## src/hdl/shr_video_defs.svh

```systemverilog
`ifndef SHR_VIDEO_DEFS_SVH
`define SHR_VIDEO_DEFS_SVH

// Video memory address width
`define SHR_ADDR_W 17

// Active display rectangle in raster counts
`define SHR_H_ACTIVE_START 10'd32
`define SHR_H_ACTIVE_END 10'd672
`define SHR_V_ACTIVE_START 9'd32
`define SHR_V_ACTIVE_END 9'd232

// Header fetch for the coming line opens here, late in the current line
`define SHR_HDR_START_H 10'h38C

// First line of vertical blank
`define SHR_VBL_LINE 9'd199

// Video memory map
`define SHR_PIXEL_BASE 17'h12000
`define SHR_BYTES_PER_LINE 8'd160
`define SHR_SCB_BASE 17'h19D00
`define SHR_PALETTE_BASE 17'h19E00

// Pixel bytes are requested this many columns before they are shown
`define SHR_FETCH_LEAD 10'd6

// Pixel clocks from an H sample to its RGB
`define SHR_PIX_LATENCY 3

`endif
```

## src/hdl/shr_video_pkg.sv

```systemverilog
`include "shr_video_defs.svh"

package shr_video_pkg;

    // Where the raster is within a line
    typedef enum logic [1:0] {
        PH_BORDER,
        PH_ACTIVE,
        PH_HEADER
    } line_phase_e;

    // Registered raster position
    // Column counts from the fetch lead, line is 8'hFF outside the 200 lines
    typedef struct packed {
        line_phase_e phase;
        logic [9:0] col;
        logic [7:0] line;
        logic first_line_cycle;
    } raster_pos_t;

    // Scan control byte as stored in memory
    typedef struct packed {
        logic mode640;
        logic irq_en;
        logic fill_en;
        logic spare;
        logic [3:0] palette;
    } scb_t;

    typedef struct packed {
        logic [3:0] r;
        logic [3:0] g;
        logic [3:0] b;
    } palette_entry_t;

    typedef struct packed {
        logic valid;
        logic [`SHR_ADDR_W-1:0] addr;
    } bus_req_t;

    typedef struct packed {
        logic valid;
        logic [7:0] data;
    } bus_rsp_t;

    // Who owns the byte currently on the memory port
    typedef enum logic [1:0] {
        OWN_NONE,
        OWN_HEADER,
        OWN_PIXEL
    } bus_owner_e;

    typedef enum logic [1:0] {
        HDR_IDLE,
        HDR_SCB,
        HDR_PALETTE
    } hdr_state_e;

endpackage

```

## src/hdl/shr_video_top.sv

```systemverilog
`timescale 1ns/1ps
`include "shr_video_defs.svh"

module shr_video_top (
    input  logic clk_vid,
    input  logic reset,
    input  logic ce_pix,
    input  logic [9:0] h,
    input  logic [8:0] v,
    input  logic [3:0] border_color,
    input  logic [7:0] video_data,
    output logic [`SHR_ADDR_W-1:0] video_addr,
    output logic [7:0] r,
    output logic [7:0] g,
    output logic [7:0] b,
    output logic scanline_irq,
    output logic vbl_irq
);

    shr_video_pkg::raster_pos_t pos;
    logic [3:0] border_idx;
    shr_video_pkg::bus_req_t hdr_req;
    shr_video_pkg::bus_req_t pix_req;
    logic hdr_grant;
    logic pix_grant;
    shr_video_pkg::bus_rsp_t rsp;
    logic hdr_rsp_valid;
    logic pix_rsp_valid;
    shr_video_pkg::scb_t scb;
    shr_video_pkg::palette_entry_t [15:0] palette;
    logic [7:0] pix_byte;
    logic pix_strobe;

    raster_timing u_timing (
        .clk_vid(clk_vid), .reset(reset), .ce_pix(ce_pix),
        .h(h), .v(v), .border_color(border_color),
        .pos(pos), .border_idx(border_idx), .vbl_irq(vbl_irq)
    );

    line_header_fetch u_header (
        .clk_vid(clk_vid), .reset(reset), .ce_pix(ce_pix), .pos(pos),
        .req(hdr_req), .grant(hdr_grant), .rsp(rsp), .rsp_valid(hdr_rsp_valid),
        .scb(scb), .palette(palette), .scanline_irq(scanline_irq)
    );

    pixel_fetch u_pixel (
        .clk_vid(clk_vid), .reset(reset), .ce_pix(ce_pix), .pos(pos),
        .req(pix_req), .grant(pix_grant), .rsp(rsp), .rsp_valid(pix_rsp_valid),
        .pix_byte(pix_byte), .pix_strobe(pix_strobe)
    );

    video_bus_arbiter u_arbiter (
        .clk_vid(clk_vid), .reset(reset), .ce_pix(ce_pix),
        .hdr_req(hdr_req), .pix_req(pix_req),
        .hdr_grant(hdr_grant), .pix_grant(pix_grant),
        .video_addr(video_addr), .video_data(video_data), .rsp(rsp),
        .hdr_rsp_valid(hdr_rsp_valid), .pix_rsp_valid(pix_rsp_valid)
    );

    shr_pixel_render u_render (
        .clk_vid(clk_vid), .reset(reset), .ce_pix(ce_pix), .pos(pos),
        .border_idx(border_idx), .scb(scb), .palette(palette),
        .pix_byte(pix_byte), .pix_strobe(pix_strobe),
        .r(r), .g(g), .b(b)
    );

endmodule

```

## src/hdl/shr_pixel_render.sv

```systemverilog
`timescale 1ns/1ps
`include "shr_video_defs.svh"

module shr_pixel_render (
    input  logic clk_vid,
    input  logic reset,
    input  logic ce_pix,
    input  shr_video_pkg::raster_pos_t pos,
    input  logic [3:0] border_idx,
    input  shr_video_pkg::scb_t scb,
    input  shr_video_pkg::palette_entry_t [15:0] palette,
    input  logic [7:0] pix_byte,
    input  logic pix_strobe,
    output logic [7:0] r,
    output logic [7:0] g,
    output logic [7:0] b
);

    // Fixed IIgs colour table for the border
    localparam shr_video_pkg::palette_entry_t BORDER_RGB [16] = '{
        12'h000, 12'hD03, 12'h009, 12'hD2D, 12'h072, 12'h555, 12'h22F, 12'h6AF,
        12'h850, 12'hF60, 12'hAAA, 12'hF98, 12'h1D0, 12'hFF0, 12'h4F9, 12'hFFF
    };

    logic [7:0] pend_byte;
    logic [7:0] cur_byte;
    logic [7:0] byte_now;
    logic [9:0] act_col;
    logic [3:0] nib;
    logic [3:0] idx_next;
    logic [3:0] last_idx;
    logic is_active;
    logic s2_border;
    logic [3:0] s2_idx;
    logic [3:0] s2_bidx;
    shr_video_pkg::palette_entry_t rgb_sel;

    assign is_active = (pos.phase == shr_video_pkg::PH_ACTIVE);
    assign act_col = pos.col - `SHR_FETCH_LEAD;
    // First column of a byte takes the freshly fetched one
    assign byte_now = (act_col[1:0] == 2'd0) ? pend_byte : cur_byte;
    // 320 mode, each nibble spans two columns
    assign nib = act_col[1] ? byte_now[3:0] : byte_now[7:4];

    always_comb begin
        if (scb.mode640) begin
            // Each 2-bit pixel picks its own palette quarter
            case (act_col[1:0])
                2'd0: idx_next = {2'b10, byte_now[7:6]};
                2'd1: idx_next = {2'b11, byte_now[5:4]};
                2'd2: idx_next = {2'b00, byte_now[3:2]};
                default: idx_next = {2'b01, byte_now[1:0]};
            endcase
        end else if (scb.fill_en && nib == 4'd0) begin
            idx_next = last_idx;
        end else begin
            idx_next = nib;
        end
    end

    always_ff @(posedge clk_vid) begin
        if (ce_pix) begin
            if (pix_strobe) begin
                pend_byte <= pix_byte;
            end
            if (is_active && act_col[1:0] == 2'd0) begin
                cur_byte <= pend_byte;
            end
            s2_idx <= idx_next;
        end
    end

    always_ff @(posedge clk_vid) begin
        if (reset) begin
            last_idx <= 4'd0;
            s2_border <= 1'b1;
            s2_bidx <= 4'd0;
        end else if (ce_pix) begin
            s2_border <= !is_active;
            s2_bidx <= border_idx;
            // Fill colour restarts every line
            if (!is_active) begin
                last_idx <= 4'd0;
            end else if (!scb.mode640 && nib != 4'd0) begin
                last_idx <= nib;
            end
        end
    end

    assign rgb_sel = s2_border ? BORDER_RGB[s2_bidx] : palette[s2_idx];

    // Nibbles doubled up to 8 bits
    always_ff @(posedge clk_vid) begin
        if (reset) begin
            r <= 8'd0;
            g <= 8'd0;
            b <= 8'd0;
        end else if (ce_pix) begin
            r <= {rgb_sel.r, rgb_sel.r};
            g <= {rgb_sel.g, rgb_sel.g};
            b <= {rgb_sel.b, rgb_sel.b};
        end
    end

endmodule

```

## src/hdl/video_bus_arbiter.sv

```systemverilog
`timescale 1ns/1ps
`include "shr_video_defs.svh"

module video_bus_arbiter (
    input  logic clk_vid,
    input  logic reset,
    input  logic ce_pix,
    input  shr_video_pkg::bus_req_t hdr_req,
    input  shr_video_pkg::bus_req_t pix_req,
    output logic hdr_grant,
    output logic pix_grant,
    output logic [`SHR_ADDR_W-1:0] video_addr,
    input  logic [7:0] video_data,
    output shr_video_pkg::bus_rsp_t rsp,
    output logic hdr_rsp_valid,
    output logic pix_rsp_valid
);

    shr_video_pkg::bus_owner_e owner_next;
    // Owner of the address on the port, then of the byte coming back
    shr_video_pkg::bus_owner_e owner_addr;
    shr_video_pkg::bus_owner_e owner_data;

    // Header beats pixel
    assign hdr_grant = ce_pix && hdr_req.valid;
    assign pix_grant = ce_pix && pix_req.valid && !hdr_req.valid;

    always_comb begin
        if (hdr_grant) begin
            owner_next = shr_video_pkg::OWN_HEADER;
        end else if (pix_grant) begin
            owner_next = shr_video_pkg::OWN_PIXEL;
        end else begin
            owner_next = shr_video_pkg::OWN_NONE;
        end
    end

    always_ff @(posedge clk_vid) begin
        if (reset) begin
            video_addr <= '0;
            owner_addr <= shr_video_pkg::OWN_NONE;
            owner_data <= shr_video_pkg::OWN_NONE;
        end else if (ce_pix) begin
            if (hdr_grant) begin
                video_addr <= hdr_req.addr;
            end else if (pix_grant) begin
                video_addr <= pix_req.addr;
            end
            owner_addr <= owner_next;
            owner_data <= owner_addr;
        end
    end

    // Memory data lines up with owner_data
    assign rsp.data = video_data;
    assign rsp.valid = ce_pix && (owner_data != shr_video_pkg::OWN_NONE);
    assign hdr_rsp_valid = ce_pix && (owner_data == shr_video_pkg::OWN_HEADER);
    assign pix_rsp_valid = ce_pix && (owner_data == shr_video_pkg::OWN_PIXEL);

endmodule

```

## src/hdl/pixel_fetch.sv

```systemverilog
`timescale 1ns/1ps
`include "shr_video_defs.svh"

module pixel_fetch (
    input  logic clk_vid,
    input  logic reset,
    input  logic ce_pix,
    input  shr_video_pkg::raster_pos_t pos,
    output shr_video_pkg::bus_req_t req,
    input  logic grant,
    input  shr_video_pkg::bus_rsp_t rsp,
    input  logic rsp_valid,
    output logic [7:0] pix_byte,
    output logic pix_strobe
);

    logic [`SHR_ADDR_W-1:0] line_base;
    logic line_valid;
    logic fetch_slot;

    assign line_valid = (pos.line < 8'(`SHR_V_ACTIVE_END - `SHR_V_ACTIVE_START));
    // One byte every fourth column, 160 bytes per line
    assign fetch_slot = line_valid && (pos.col[1:0] == 2'd0) &&
                        (pos.col < {`SHR_BYTES_PER_LINE, 2'd0});

    always_ff @(posedge clk_vid) begin
        if (reset) begin
            req <= '0;
            line_base <= `SHR_PIXEL_BASE;
            pix_strobe <= 1'b0;
        end else if (ce_pix) begin
            pix_strobe <= rsp_valid;
            // Base steps by one line per header window, restarting at line 0
            if (pos.first_line_cycle) begin
                if (pos.line == 8'd0) begin
                    line_base <= `SHR_PIXEL_BASE;
                end else if (line_valid) begin
                    line_base <= line_base + {9'd0, `SHR_BYTES_PER_LINE};
                end
            end
            if (grant) begin
                req.valid <= 1'b0;
            end
            if (fetch_slot) begin
                req.valid <= 1'b1;
                req.addr <= line_base + {9'd0, pos.col[9:2]};
            end
        end
    end

    // Returned byte is held until the next one
    always_ff @(posedge clk_vid) begin
        if (ce_pix && rsp_valid) begin
            pix_byte <= rsp.data;
        end
    end

endmodule

```

## src/hdl/line_header_fetch.sv

```systemverilog
`timescale 1ns/1ps
`include "shr_video_defs.svh"

module line_header_fetch (
    input  logic clk_vid,
    input  logic reset,
    input  logic ce_pix,
    input  shr_video_pkg::raster_pos_t pos,
    output shr_video_pkg::bus_req_t req,
    input  logic grant,
    input  shr_video_pkg::bus_rsp_t rsp,
    input  logic rsp_valid,
    output shr_video_pkg::scb_t scb,
    output shr_video_pkg::palette_entry_t [15:0] palette,
    output logic scanline_irq
);

    shr_video_pkg::hdr_state_e state;
    shr_video_pkg::scb_t scb_in;
    logic [7:0] line_q;
    logic [4:0] issue_cnt;
    logic [4:0] recv_cnt;

    assign scb_in = rsp.data;

    always_ff @(posedge clk_vid) begin
        if (reset) begin
            state <= shr_video_pkg::HDR_IDLE;
            req <= '0;
            scb <= '0;
            line_q <= 8'hFF;
            issue_cnt <= 5'd0;
            recv_cnt <= 5'd0;
            scanline_irq <= 1'b0;
        end else begin
            scanline_irq <= 1'b0;
            if (ce_pix) begin
                // Palette reads go out back to back, one per grant
                if (grant) begin
                    if (state == shr_video_pkg::HDR_PALETTE && issue_cnt != 5'd31) begin
                        req.addr <= req.addr + 1'b1;
                        issue_cnt <= issue_cnt + 1'b1;
                    end else begin
                        req.valid <= 1'b0;
                    end
                end
                case (state)
                    shr_video_pkg::HDR_IDLE: begin
                        if (pos.first_line_cycle) begin
                            line_q <= pos.line;
                            req.valid <= 1'b1;
                            req.addr <= `SHR_SCB_BASE + {9'd0, pos.line};
                            state <= shr_video_pkg::HDR_SCB;
                        end
                    end
                    shr_video_pkg::HDR_SCB: begin
                        if (rsp_valid) begin
                            scb <= scb_in;
                            // Only real display lines may interrupt
                            scanline_irq <= scb_in.irq_en &&
                                (line_q < 8'(`SHR_V_ACTIVE_END - `SHR_V_ACTIVE_START));
                            // Each palette is 32 bytes
                            req.valid <= 1'b1;
                            req.addr <= `SHR_PALETTE_BASE + {8'd0, scb_in.palette, 5'd0};
                            issue_cnt <= 5'd0;
                            recv_cnt <= 5'd0;
                            state <= shr_video_pkg::HDR_PALETTE;
                        end
                    end
                    shr_video_pkg::HDR_PALETTE: begin
                        if (rsp_valid) begin
                            recv_cnt <= recv_cnt + 1'b1;
                            if (recv_cnt == 5'd31) begin
                                state <= shr_video_pkg::HDR_IDLE;
                            end
                        end
                    end
                    default: state <= shr_video_pkg::HDR_IDLE;
                endcase
            end
        end
    end

    // Even byte holds green and blue, odd byte holds red in its low nibble
    always_ff @(posedge clk_vid) begin
        if (ce_pix && rsp_valid && state == shr_video_pkg::HDR_PALETTE) begin
            if (!recv_cnt[0]) begin
                palette[recv_cnt[4:1]].g <= rsp.data[7:4];
                palette[recv_cnt[4:1]].b <= rsp.data[3:0];
            end else begin
                palette[recv_cnt[4:1]].r <= rsp.data[3:0];
            end
        end
    end

endmodule

```

## src/hdl/raster_timing.sv

```systemverilog
`timescale 1ns/1ps
`include "shr_video_defs.svh"

module raster_timing (
    input  logic clk_vid,
    input  logic reset,
    input  logic ce_pix,
    input  logic [9:0] h,
    input  logic [8:0] v,
    input  logic [3:0] border_color,
    output shr_video_pkg::raster_pos_t pos,
    output logic [3:0] border_idx,
    output logic vbl_irq
);

    shr_video_pkg::raster_pos_t pos_next;
    logic late_zone;
    logic [9:0] v_off;
    logic [9:0] line_raw;
    logic v_in_blank;
    logic v_in_blank_d;

    // From the header start onwards the line field names the coming line
    assign late_zone = (h >= `SHR_HDR_START_H);
    assign v_off = {1'b0, v} - {1'b0, `SHR_V_ACTIVE_START};
    assign line_raw = v_off + {9'd0, late_zone};
    assign v_in_blank = (v >= `SHR_VBL_LINE);

    always_comb begin
        pos_next.col = h - (`SHR_H_ACTIVE_START - `SHR_FETCH_LEAD);
        // Negative offsets wrap high, so one compare covers both ends
        if (line_raw < {1'b0, `SHR_V_ACTIVE_END - `SHR_V_ACTIVE_START}) begin
            pos_next.line = line_raw[7:0];
        end else begin
            pos_next.line = 8'hFF;
        end
        pos_next.first_line_cycle = (h == `SHR_HDR_START_H);
        if (v >= `SHR_V_ACTIVE_START && v < `SHR_V_ACTIVE_END &&
            h >= `SHR_H_ACTIVE_START && h < `SHR_H_ACTIVE_END) begin
            pos_next.phase = shr_video_pkg::PH_ACTIVE;
        end else if (late_zone || h < `SHR_H_ACTIVE_START) begin
            pos_next.phase = shr_video_pkg::PH_HEADER;
        end else begin
            pos_next.phase = shr_video_pkg::PH_BORDER;
        end
    end

    always_ff @(posedge clk_vid) begin
        if (reset) begin
            pos <= '{phase: shr_video_pkg::PH_BORDER, col: '0, line: 8'hFF,
                     first_line_cycle: 1'b0};
            border_idx <= 4'd0;
            // Start as if already in blank so no pulse fires out of reset
            v_in_blank_d <= 1'b1;
            vbl_irq <= 1'b0;
        end else begin
            vbl_irq <= ce_pix && v_in_blank && !v_in_blank_d;
            if (ce_pix) begin
                pos <= pos_next;
                v_in_blank_d <= v_in_blank;
                // Border holds for the whole line
                if (h == 10'd0) begin
                    border_idx <= border_color;
                end
            end
        end
    end

endmodule

```

## config.mk

```make
export PLATFORM = sky130hd
export DESIGN_NAME = shr_video_top
export DESIGN_NICKNAME = d
export VERILOG_FILES = /design/src/hdl/shr_video_pkg.sv /design/src/hdl/shr_video_top.sv /design/src/hdl/shr_pixel_render.sv /design/src/hdl/video_bus_arbiter.sv /design/src/hdl/pixel_fetch.sv /design/src/hdl/line_header_fetch.sv /design/src/hdl/raster_timing.sv
export VERILOG_INCLUDE_DIRS = /design/src /design/src/hdl
export SDC_FILE = /design/constraint.sdc
export NUM_CORES = 1
export LEC_CHECK = 0
export ABC_AREA = 1
export BUFFER_PORTS_ARGS = -buffer_cell sky130_fd_sc_hd__buf_2
export CAP_MARGIN = 40
export CORE_MARGIN = 2
export CORE_UTILIZATION = 35
export DETAILED_ROUTE_END_ITERATION = 8
export HOLD_SLACK_MARGIN = 0.08
export PLACE_DENSITY_LB_ADDON = 0.05
export SETUP_SLACK_MARGIN = 0.05
export SLEW_MARGIN = 30
export SYNTH_ARGS = -nofsm -noshare
export SYNTH_HDL_FRONTEND = slang
export SYNTH_SLANG_ARGS = --single-unit
```

## constraint.sdc

```tcl
create_clock -name clk_vid -period 2.8 [get_ports clk_vid]
set_input_delay 0.14 -clock clk_vid [delete_from_list [all_inputs] [get_ports clk_vid]]
set_output_delay 0.14 -clock clk_vid [all_outputs]
set_load 0.03 [all_outputs]
```

==> results.txt, run 1 <==
----------------------------------------------------
[STA]
  Slew at the pin closest to its max-slew limit ... 848 ps
  Max Slew Vio Count ... 0
  Minimum hold slack ... 131 ps
  Highest achievable clock rate ... 406 MHz
  Setup repair after global routing missed its margin ... no
  Total negative slack ... 0 ps
  Hold Violations, Final ... 0
  Tmin final ... 2460 ps
  Share of the clock period used by the worst path ... 87.9%
  Post-route clock skew ... 12.1 ps
  Final setup violation count ... 0
  Worst relative slew slack ... 43.4%

[Final layout]
  Commonest cells after routing, fill and taps aside ... 437 x sky130_fd_sc_hd__nor2_1, 298 x sky130_fd_sc_hd__nand2_1, 220 x sky130_fd_sc_hd__edfxtp_1
  Ratio of cells with drive above 1 in the final layout ... 11.1%
  Antenna diode instance count ... 0
  Area growth from synthesis to layout ... 15.8%
  Number of fillers in the final layout ... 4780
  Most common cell after layout, fill and taps aside ... sky130_fd_sc_hd__nor2_1
  Layout net count ... 2098
  Layout Cell Area excl Fill ... 19600 um^2

[Placement]
  Quantity of I/O buffers inserted on ports ... 76
  Placer's final routability congestion estimate ... 0.849
  HPWL reported at the end of detailed placement ... 35.1 mm
  Total placed instance area ... 17900 um^2

[Synthesis]
  Synthesized instance count ... 1952
  Share of synthesized registers carrying an async set or reset ... 0%
  Sequential area share after synthesis ... 55.2%
  Fraction of the mapped netlist area in simple logic gates ... 23.2%
  Adder-cell share of the synthesized area ... 1.55%
  Net count of the mapped netlist ... 2007
  Most used flip-flop cell after synthesis ... sky130_fd_sc_hd__edfxtp_1
  Avg Synthesized Cell Area ... 8.69 um^2
  Number of flops mapped to enable cells by yosys ... 220
  Share of the synthesized area in compound gates (AO/OA/AOI/OAI) ... 12.2%
  Cell Area, Synth ... 17000 um^2
  Distinct cell type count after synthesis ... 54
  Register bit count reported by yosys ... 358
  Dominant combinational cell family by area after synthesis ... simple AND/OR/NAND/NOR gates
  Share of synthesized area spent on multiplexers ... 0%
  Xor/xnor share of the synthesized area ... 1.19%
  Synthesis warning total ... 0

[Clocking]
  Sink count of the clock tree ... 358
  Buffer levels on the longest clock path ... 3
  Master cell of the clock root buffer ... sky130_fd_sc_hd__clkbuf_16
  Clk Latency, worst-skew pair ... 570 ps
  Reg clk slew, reported paths ... 60 ps
  Clock tree from TritonCTS ... built
  H-tree Lvls ... 2
  Clock buffers created by TritonCTS ... 44

[GRT]
  Maximum number of pins on one net before global-route repair ... 79
  GRT Total Usage ... 20.4%
  First-pass GRT wire length ... 77.9 mm
  Initial antenna violation count ... 0
  Vias in the first global route ... 12800
  Total congestion overflow ... 0

[Power]
  Leak ... 7.61 nW
  Power spent charging and discharging nets ... 0.00323 W
  Register share of total power ... 46.8%
  Portion of total power attributed to combinational logic ... 10.4%
  Total power draw ... 0.0124 W
  Switching part of the total ... 26.2%
  Part of the total power dissipated in the clock network ... 42.8%
  Power per cell area ... 630 nW/um^2
  Highest ir drop seen on vdd ... 0.000325 V
  Internal portion of total power ... 0.00913 W

[Die]
  Top Ports ... 77
  Width of the chip ... 224 um
  Placeable core area ... 47700 um^2
  Starting density of the core ... 35.5%
  Count of standard-cell rows ... 80
  DIE HEIGHT ... 224 um
  Area enclosed by the die boundary ... 50200 um^2

[Drt]
  Initial DRT Pass Iterations ... 5
  Residual antenna-violating net count after detailed routing ... 0
  Routed wirelength normalized by instance count ... 19.1 um
  DRT iter0 DRCs ... 932
  Vias after detailed routing ... 13600
  Post-detailed-route via-to-cell ratio ... 5.05
  Post-route DRC violation count ... 0
  Post-detailed-routing wire length ... 51.3 mm

[Critical path]
  Required time of the worst setup path ... 2990 ps
  Kind of start point of the critical path ... flip-flop
  Highest fanout seen on the critical path ... 14
  Worst Reg2Reg Path Length in Cells ... 6
  Endpoint class of the critical path ... flip-flop
  Path type of the worst setup path ... flip-flop to flip-flop
  WP data arrival ... 2650 ps

[Job]
  Max-cap violations ... 0

[Run status]
  Result of the run ... finished, final reports clean

[Min path]
  Worst min path class ... primary input to flip-flop
  Hold depth ... 4

----------------------------------------------------
## power by group through the flow
stage               Combinational [W]  Clock [W]  Sequential [W]
global route                  0.00143    0.00563         0.00580
global placement              0.00124          0         0.00589
floorplan                    0.000798          0         0.00590
detailed placement            0.00124          0         0.00589
finish                        0.00129    0.00529         0.00579
CTS                           0.00129    0.00542         0.00578
## logic make-up after synthesis
family	after synthesis
xor gates and xnor gates	23
and+or+nand+nor	922
buffers and inverters	261
adders and majority gates	21
AOI/OAI and AO/OA	367
DFF	358
## path summary, 6_finish.rpt
path,start,endpoint,slack (ps)
min,ce_pix,u_header.scb[5]$_SDFFE_PP0P_,130
max reg2reg,u_header.state[0]$_SDFFE_PP0P_,u_header.palette[75]$_DFFE_PP_,340
min reg2reg,u_pixel.pix_byte[1]$_DFFE_PP_,u_render.pend_byte[1]$_DFFE_PP_,420
max,u_header.state[0]$_SDFFE_PP0P_,u_header.palette[75]$_DFFE_PP_,340
## layout make-up
class	count	area (um^2)	area share, %
multi-input cells	1333	6470	32.9
flip-flops and latches	358	9370	47.7
clock inverters	20	120	0.612
inverters	156	594	3.03
repair buffers	150	1120	5.72
clock buffers	57	1190	6.07
well taps	615	769	3.92
## state kept, by name, indices dropped and copies added (netlist names), 5 cells and up
register and count:
u_arbiter.video_addr 17, u_header.issue_cnt 5, u_header.line_q 5, u_header.palette 192, u_header.recv_cnt 5, u_header.req 18, u_pixel.line_base 12, u_pixel.pix_byte 8
u_pixel.req 18, u_render.cur_byte 8, u_render.pend_byte 8, u_timing.pos 21
## synth_stat cells (all sizes together) (5+ instances only)
library cell    n  area, um^2
nand3         116         621
nor2          452        1800
or2             5        31.3
dfxtp         138        2760
nand2         307        1190
a31oi          25         156
edfxtp        220        6610
clkbuf         50         188
a21oi          98         513
clkinv          5        20.0
inv           151         574
nand3b          6        57.6
nand4          10        62.6
nor3           21         125
buf            55         340
xnor2           6        52.6
ha             21         263
o21ai         185         937
xor2           17         149
o211ai         36         270
a211oi          5        37.5
## critical path, cell delays in order (launching register included)
cell	delay, ps
sky130_fd_sc_hd__dfxtp_1	320
sky130_fd_sc_hd__inv_1	80
sky130_fd_sc_hd__ha_1	340
sky130_fd_sc_hd__inv_1	150
sky130_fd_sc_hd__nor2_1	190
sky130_fd_sc_hd__inv_1	350
sky130_fd_sc_hd__nor2_1	660
## metrics by stage
stage / worst slack (ps) / util [%] / instances
floorplan: 855 / - / 1952
global placement: 385 / 37.4 / 2566
detailed placement: 294 / 37.4 / 2568
CTS: 289 / 41.0 / 2685
finish: 340 / 41.1 / 2689
global route: 164 / 41.1 / 2689
## routing by layer
| metal | vias up | global-route usage (%) | wire length, um |
|---|---|---|---|
| met4 | 0 | 4.99 | 826 |
| met1 | 6526 | 30.6 | 26400 |
| met5 | - | 0 | 0 |
| met2 | 280 | 30.8 | 21800 |
| met3 | 51 | 2.72 | 2220 |
| li1 | 6716 | - | - |
## repair_timing
item,4_1_cts,5_1_grt
resized for setup,0,0
buffers inserted,0,0
endpoints found under the hold margin,37,0
hold buffers,40,0
No activity file was read; power rests on OpenSTA's default activity.
==> run 2, diff against run 1 <==
CAP_MARGIN = 20   (was 40)
clock period = 2.6 ns   (was 2.8 ns; I/O delays follow)
==> results.txt, run 2 (synthesized netlist as in run 1, its figures left out) <==
----------------------------------------------------
[Die]
  Top Ports ... 77 (unchanged)
  Width of the chip ... 224 um (unchanged)
  Placeable core area ... 47700 um^2 (unchanged)
  Area enclosed by the die boundary ... 50200 um^2 (unchanged)
  DIE HEIGHT ... 224 um (unchanged)
  Starting density of the core ... 35.5% (unchanged)
  Count of standard-cell rows ... 80 (unchanged)

[Power]
  Power per cell area ... 683 nW/um^2 (+8.5%)
  Leak ... 7.74 nW (+1.6%)
  Highest ir drop seen on vdd ... 0.000444 V (+37%)
  Total power draw ... 0.0135 W (+9.5%)

[Drt]
  Post-route DRC violation count ... 0 (unchanged)
  Post-detailed-route via-to-cell ratio ... 5.05 (about the same)
  Vias after detailed routing ... 13700 (+0.91%)
  DRT iter0 DRCs ... 1003 (+7.6%)
  Residual antenna-violating net count after detailed routing ... 0 (unchanged)
  Post-detailed-routing wire length ... 52.2 mm (+1.7%)
  Routed wirelength normalized by instance count ... 19.2 um (+0.91%)
  Initial DRT Pass Iterations ... 5 (unchanged)

[STA]
  Highest achievable clock rate ... 422 MHz
  Setup repair after global routing missed its margin ... no
  Max Slew Vio Count ... 0 (unchanged)
  Tmin final ... 2370 ps
  Worst relative slew slack ... 41.5% (-1.9 points)
  Slew at the pin closest to its max-slew limit ... 875 ps (+27.0 ps)
  Share of the clock period used by the worst path ... 91.0%
  Minimum hold slack ... 107 ps (-23.3 ps)
  Final setup violation count ... 0 (unchanged)
  Post-route clock skew ... 10.9 ps (-1.25 ps)
  Hold Violations, Final ... 0 (unchanged)
  Total negative slack ... 0 ps (unchanged)

[Critical path]
  Path type of the worst setup path ... primary input to flip-flop
  Required time of the worst setup path ... 3110 ps (+120 ps)
  Endpoint class of the critical path ... flip-flop
  Kind of start point of the critical path ... primary input
  Highest fanout seen on the critical path ... 5 (-9)
  WP data arrival ... 2880 ps (+230 ps)

[Clocking]
  H-tree Lvls ... 2 (unchanged)
  Sink count of the clock tree ... 358 (unchanged)
  Clock buffers created by TritonCTS ... 44 (unchanged)
  Master cell of the clock root buffer ... sky130_fd_sc_hd__clkbuf_16
  Clk Latency, worst-skew pair ... 580 ps (about the same)
  Buffer levels on the longest clock path ... 3 (unchanged)
  Clock tree from TritonCTS ... built
  Reg clk slew, reported paths ... 60 ps (about the same)

[GRT]
  Vias in the first global route ... 13200 (+3.2%)
  Total congestion overflow ... 0 (unchanged)
  GRT Total Usage ... 20.8% (+0.43 points)
  Maximum number of pins on one net before global-route repair ... 104 (+32%)
  Initial antenna violation count ... 0 (unchanged)
  First-pass GRT wire length ... 80.0 mm (+2.7%)

[Final layout]
  Ratio of cells with drive above 1 in the final layout ... 11.7% (+0.60 points)
  Max reg flops ... 192 (unchanged)
  Layout net count ... 2117 (+0.91%)
  Layout Cell Area excl Fill ... 19800 um^2 (+0.98%)
  Antenna diode instance count ... 0 (unchanged)
  Area growth from synthesis to layout ... 16.9%
  Final std cells w/o fill ... 2711 (+0.82%)
  Most common cell after layout, fill and taps aside ... sky130_fd_sc_hd__nor2_1
  Commonest cells after routing, fill and taps aside ... 437 x sky130_fd_sc_hd__nor2_1, 298 x sky130_fd_sc_hd__nand2_1, 220 x sky130_fd_sc_hd__edfxtp_1

[Placement]
  Total instance count after detailed placement ... 2583 (+0.58%)
  Total placed instance area ... 18000 um^2 (+0.57%)
  Quantity of I/O buffers inserted on ports ... 76 (unchanged)
  Placer's final routability congestion estimate ... 0.813 (-4.3%)
  HPWL reported at the end of detailed placement ... 35.0 mm (-0.10%)

[Job]
  Max-cap violations ... 0 (unchanged)

[Min path]
  Worst min path class ... primary input to flip-flop

[Run status]
  Result of the run ... finished, final reports clean

----------------------------------------------------
-- run 2: cell count changes in the layout (fill, tap and decap cells not counted), sizes merged --
| cell | change |
|---|---|
| clkinv | -5 |
| inv | +2 |
| buf | +11 |
| clkbuf | +6 |
| dlygate4sd3 | +8 |
-- run 2: stage by stage --
step	worst slack, ps	utilization [%]
final	233	41.5
after detailed placement	435	37.6
after floorplan	655	-
after global routing	118	41.5
after CTS	313	41.5
after global placement	483	37.6
-- run 2: path summary, 6_finish.rpt --
kind,start,depth (start not counted),endpoint,slack (ps)
worst max register to register,u_header.state[0]$_SDFFE_PP0P_,6,u_header.palette[42]$_DFFE_PP_,420
worst max-delay path,h[3],9,u_timing.pos[0]$_SDFFE_PP0P_,230
worst min-delay path,ce_pix,4,u_header.req[15]$_SDFFE_PP0P_,110
worst min register to register,u_render.pend_byte[0]$_DFFE_PP_,0,u_render.cur_byte[0]$_DFFE_PP_,420
-- run 2: metal layers --
layer  GRT usage (%)  vias up  part of all wire (%)
met5               0        -                     0
met4            5.53        0                   1.8
met3            2.56       63                   4.5
met2            31.3      305                    43
met1            31.4     6553                    51
li1                -     6776                     -
-- run 2: final cells by class --
cell class,count,area (um^2)
Sequential cell,358,9370
Clock inverter,17,115
Fill cell,4796,27900
Inverter,156,594
Clock buffer,63,1260
Tap cell,615,769
Multi-Input combinational cell,1333,6470
Timing Repair Buffer,169,1250
-- run 2: report_power, final --
group | leakage (nW) | internal (W) | switching [W] | total, W
Sequential | 3.22 | 0.00611 | 0.000124 | 0.00623
Combinational | 3.85 | 0.000427 | 0.000978 | 0.00141
Clock | 0.674 | 0.00347 | 0.00244 | 0.00591
-- run 2: worst max-delay path: stages --
cell                            delay (ps)
sky130_fd_sc_hd__dlygate4sd3_1         510
sky130_fd_sc_hd__buf_2                 150
sky130_fd_sc_hd__nand2_1                70
sky130_fd_sc_hd__dlygate4sd3_1         560
sky130_fd_sc_hd__nor2_1                 90
sky130_fd_sc_hd__nand3_1               100
sky130_fd_sc_hd__dlygate4sd3_1         590
sky130_fd_sc_hd__a21oi_1               130
sky130_fd_sc_hd__dlygate4sd3_1         550
-- run 2: timing repair --
item,4_1_cts,5_1_grt
hold endpoints to repair,44,0
hold buffers,48,0
setup buffers,0,0
resized for setup,0,0
==> run 3, diff against run 2 <==
CELL_PAD_IN_SITES_DETAIL_PLACEMENT = 1   (was default)
CELL_PAD_IN_SITES_GLOBAL_PLACEMENT = 2   (was default)
==> results.txt, run 3 (synthesized netlist as in run 1, its figures left out) <==
----------------------------------------------------
[Clocking]
  Sink count of the clock tree ... 358 (unchanged)
  Clk Latency, worst-skew pair ... 570 ps (about the same)
  Number of gates resized after cts ... 0 (unchanged)
  Reg clk slew, reported paths ... 60 ps (about the same)
  Master cell of the clock root buffer ... sky130_fd_sc_hd__clkbuf_16
  H-tree Lvls ... 2 (unchanged)
  Clock tree from TritonCTS ... built
  Setup Fix Bufs, Post-CTS ... 0 (unchanged)
  Buffer levels on the longest clock path ... 3 (unchanged)
  Clock buffers created by TritonCTS ... 43 (-2.3%)

[STA]
  Setup repair after global routing missed its margin ... no
  Hold Violations, Final ... 0 (unchanged)
  Slew at the pin closest to its max-slew limit ... 897 ps (+21.8 ps)
  Worst relative slew slack ... 40.1% (-1.4 points)
  Highest achievable clock rate ... 458 MHz (+8.4%)
  Smallest setup slack after layout ... 416 ps (+183 ps)
  Total negative slack ... 0 ps (unchanged)
  Share of the clock period used by the worst path ... 84.0% (-7.0 points)
  Post-route clock skew ... 15.7 ps (+4.87 ps)
  Max Slew Vio Count ... 0 (unchanged)
  Tmin final ... 2180 ps (-183 ps)
  Final setup violation count ... 0 (unchanged)

[Drt]
  Vias after detailed routing ... 13800 (+0.91%)
  Post-detailed-routing wire length ... 55.4 mm (+6.1%)
  Post-detailed-route via-to-cell ratio ... 5.11 (+1.1%)
  Routed wirelength normalized by instance count ... 20.4 um (+6.3%)
  Initial DRT Pass Iterations ... 6 (+1)
  Post-route DRC violation count ... 0 (unchanged)
  DRT iter0 DRCs ... 874 (-13%)
  Residual antenna-violating net count after detailed routing ... 0 (unchanged)

[Critical path]
  Path type of the worst setup path ... flip-flop to flip-flop
  Endpoint class of the critical path ... flip-flop
  Worst reg2reg path endpoint ... u_header.palette[27]$_DFFE_PP_
  Highest fanout seen on the critical path ... 10 (+5)
  WP data arrival ... 2370 ps (-510 ps)
  Crit path from ... u_header.state[0]$_SDFFE_PP0P_
  Critical register-to-register path startpoint ... u_header.state[0]$_SDFFE_PP0P_
  Kind of start point of the critical path ... flip-flop
  Required time of the worst setup path ... 2790 ps (-320 ps)
  Worst Reg2Reg Path Length in Cells ... 6 (unchanged)
  Register-to-register setup slack ... 420 ps (about the same)

[Power]
  Leak ... 7.80 nW (+0.80%)
  Highest ir drop seen on vdd ... 0.000461 V (+3.7%)
  Power per cell area ... 716 nW/um^2 (+4.8%)
  Total power draw ... 0.0143 W (+5.6%)

[GRT]
  First-pass GRT wire length ... 84.8 mm (+5.9%)
  Vias in the first global route ... 14100 (+6.1%)
  Total congestion overflow ... 0 (unchanged)
  Maximum number of pins on one net before global-route repair ... 111 (+6.7%)
  Initial antenna violation count ... 1 (+1)
  GRT Total Usage ... 22.3% (+1.5 points)

[Final layout]
  Most common cell after layout, fill and taps aside ... sky130_fd_sc_hd__nor2_1
  Antenna diode instance count ... 0 (unchanged)
  Ratio of cells with drive above 1 in the final layout ... 12.0% (+0.26 points)
  Max reg flops ... 192 (unchanged)
  Area growth from synthesis to layout ... 17.8%
  Layout net count ... 2114 (-0.14%)
  Commonest cells after routing, fill and taps aside ... 437 x sky130_fd_sc_hd__nor2_1, 298 x sky130_fd_sc_hd__nand2_1, 220 x sky130_fd_sc_hd__edfxtp_1

[Die]
  Placeable core area ... 47700 um^2 (unchanged)
  Top Ports ... 77 (unchanged)
  Count of standard-cell rows ... 80 (unchanged)
  Area enclosed by the die boundary ... 50200 um^2 (unchanged)
  Width of the chip ... 224 um (unchanged)
  DIE HEIGHT ... 224 um (unchanged)
  Starting density of the core ... 35.5% (unchanged)

[Min path]
  Hold depth ... 5 (+1)
  Worst min path class ... primary input to flip-flop
  Startpoint of the lowest-slack hold path ... v[7]
  Hold Crit Endpoint ... u_timing.pos[8]$_SDFFE_PP1P_

[Placement]
  Worst setup slack after placement ... 415 ps (-20.4 ps)
  Quantity of I/O buffers inserted on ports ... 76 (unchanged)
  HPWL reported at the end of detailed placement ... 38.3 mm (+9.3%)
  Placer's final routability congestion estimate ... 0.788 (-3.0%)

[Job]
  Max-cap violations ... 0 (unchanged)

[Run status]
  Result of the run ... finished, final reports clean

----------------------------------------------------
## run 3: cell type report
cell class              count  area [um^2]
fillers                  5551        27800
flip-flops and latches    358         9370
multi-input cells        1333         6470
clock buffers              60         1280
repair buffers            167         1210
well taps                 615          769
inverters                 156          594
clock inverters            18          290
## run 3: critical path, stage by stage (launching register included)
cell	delay (ps)
sky130_fd_sc_hd__dfxtp_1	320
sky130_fd_sc_hd__inv_1	80
sky130_fd_sc_hd__ha_1	170
sky130_fd_sc_hd__inv_1	90
sky130_fd_sc_hd__nor2_1	210
sky130_fd_sc_hd__inv_1	320
sky130_fd_sc_hd__nor2_1	600
## run 3: per-layer routing
layer	share of wire [%]	wire length, um	track usage [%]
met5	0.023	13	0
met4	1.8	980	5.59
met3	3.7	2040	2.62
met2	44	24300	34.5
met1	51	28000	33.1
## run 3: worst max path at each step
stage	end	slack, ps	cells after the start
after floorplan	u_header.palette[0]$_DFFE_PP_	650	7
after global placement	u_header.palette[186]$_DFFE_PP_	490	6
after detailed placement	u_header.palette[4]$_DFFE_PP_	410	6
after CTS	u_header.palette[7]$_DFFE_PP_	390	6
after global routing	u_header.palette[6]$_DFFE_PP_	190	6
final	u_header.palette[27]$_DFFE_PP_	420	6
## run 3: repair_timing
action | in CTS | in global routing
hold buffers | 43 | 0
endpoints found under the hold margin | 44 | 0
endpoints found under the setup margin | 0 | 0
## run 3: through the flow
| step | instances | hold WS [ps] | instance area [um^2] | util, % |
|---|---|---|---|---|
| 2_1_floorplan | 1952 | 224 | 17000 | - |
| 3_3_place_gp | 2586 | 336 | 18000 | 37.7 |
| 3_5_place_dp | 2586 | 330 | 18000 | 37.7 |
| 4_1_cts | 2707 | 185 | 20000 | 41.8 |
| 5_1_grt | 2707 | 259 | 20000 | 41.8 |
| 6_report | 2707 | 201 | 20000 | 41.8 |
## run 3: report_power, final
group          switching (W)  total, W  internal (W)
clock                0.00244   0.00665       0.00421
sequential          0.000127   0.00624       0.00611
combinational       0.000994   0.00142      0.000423
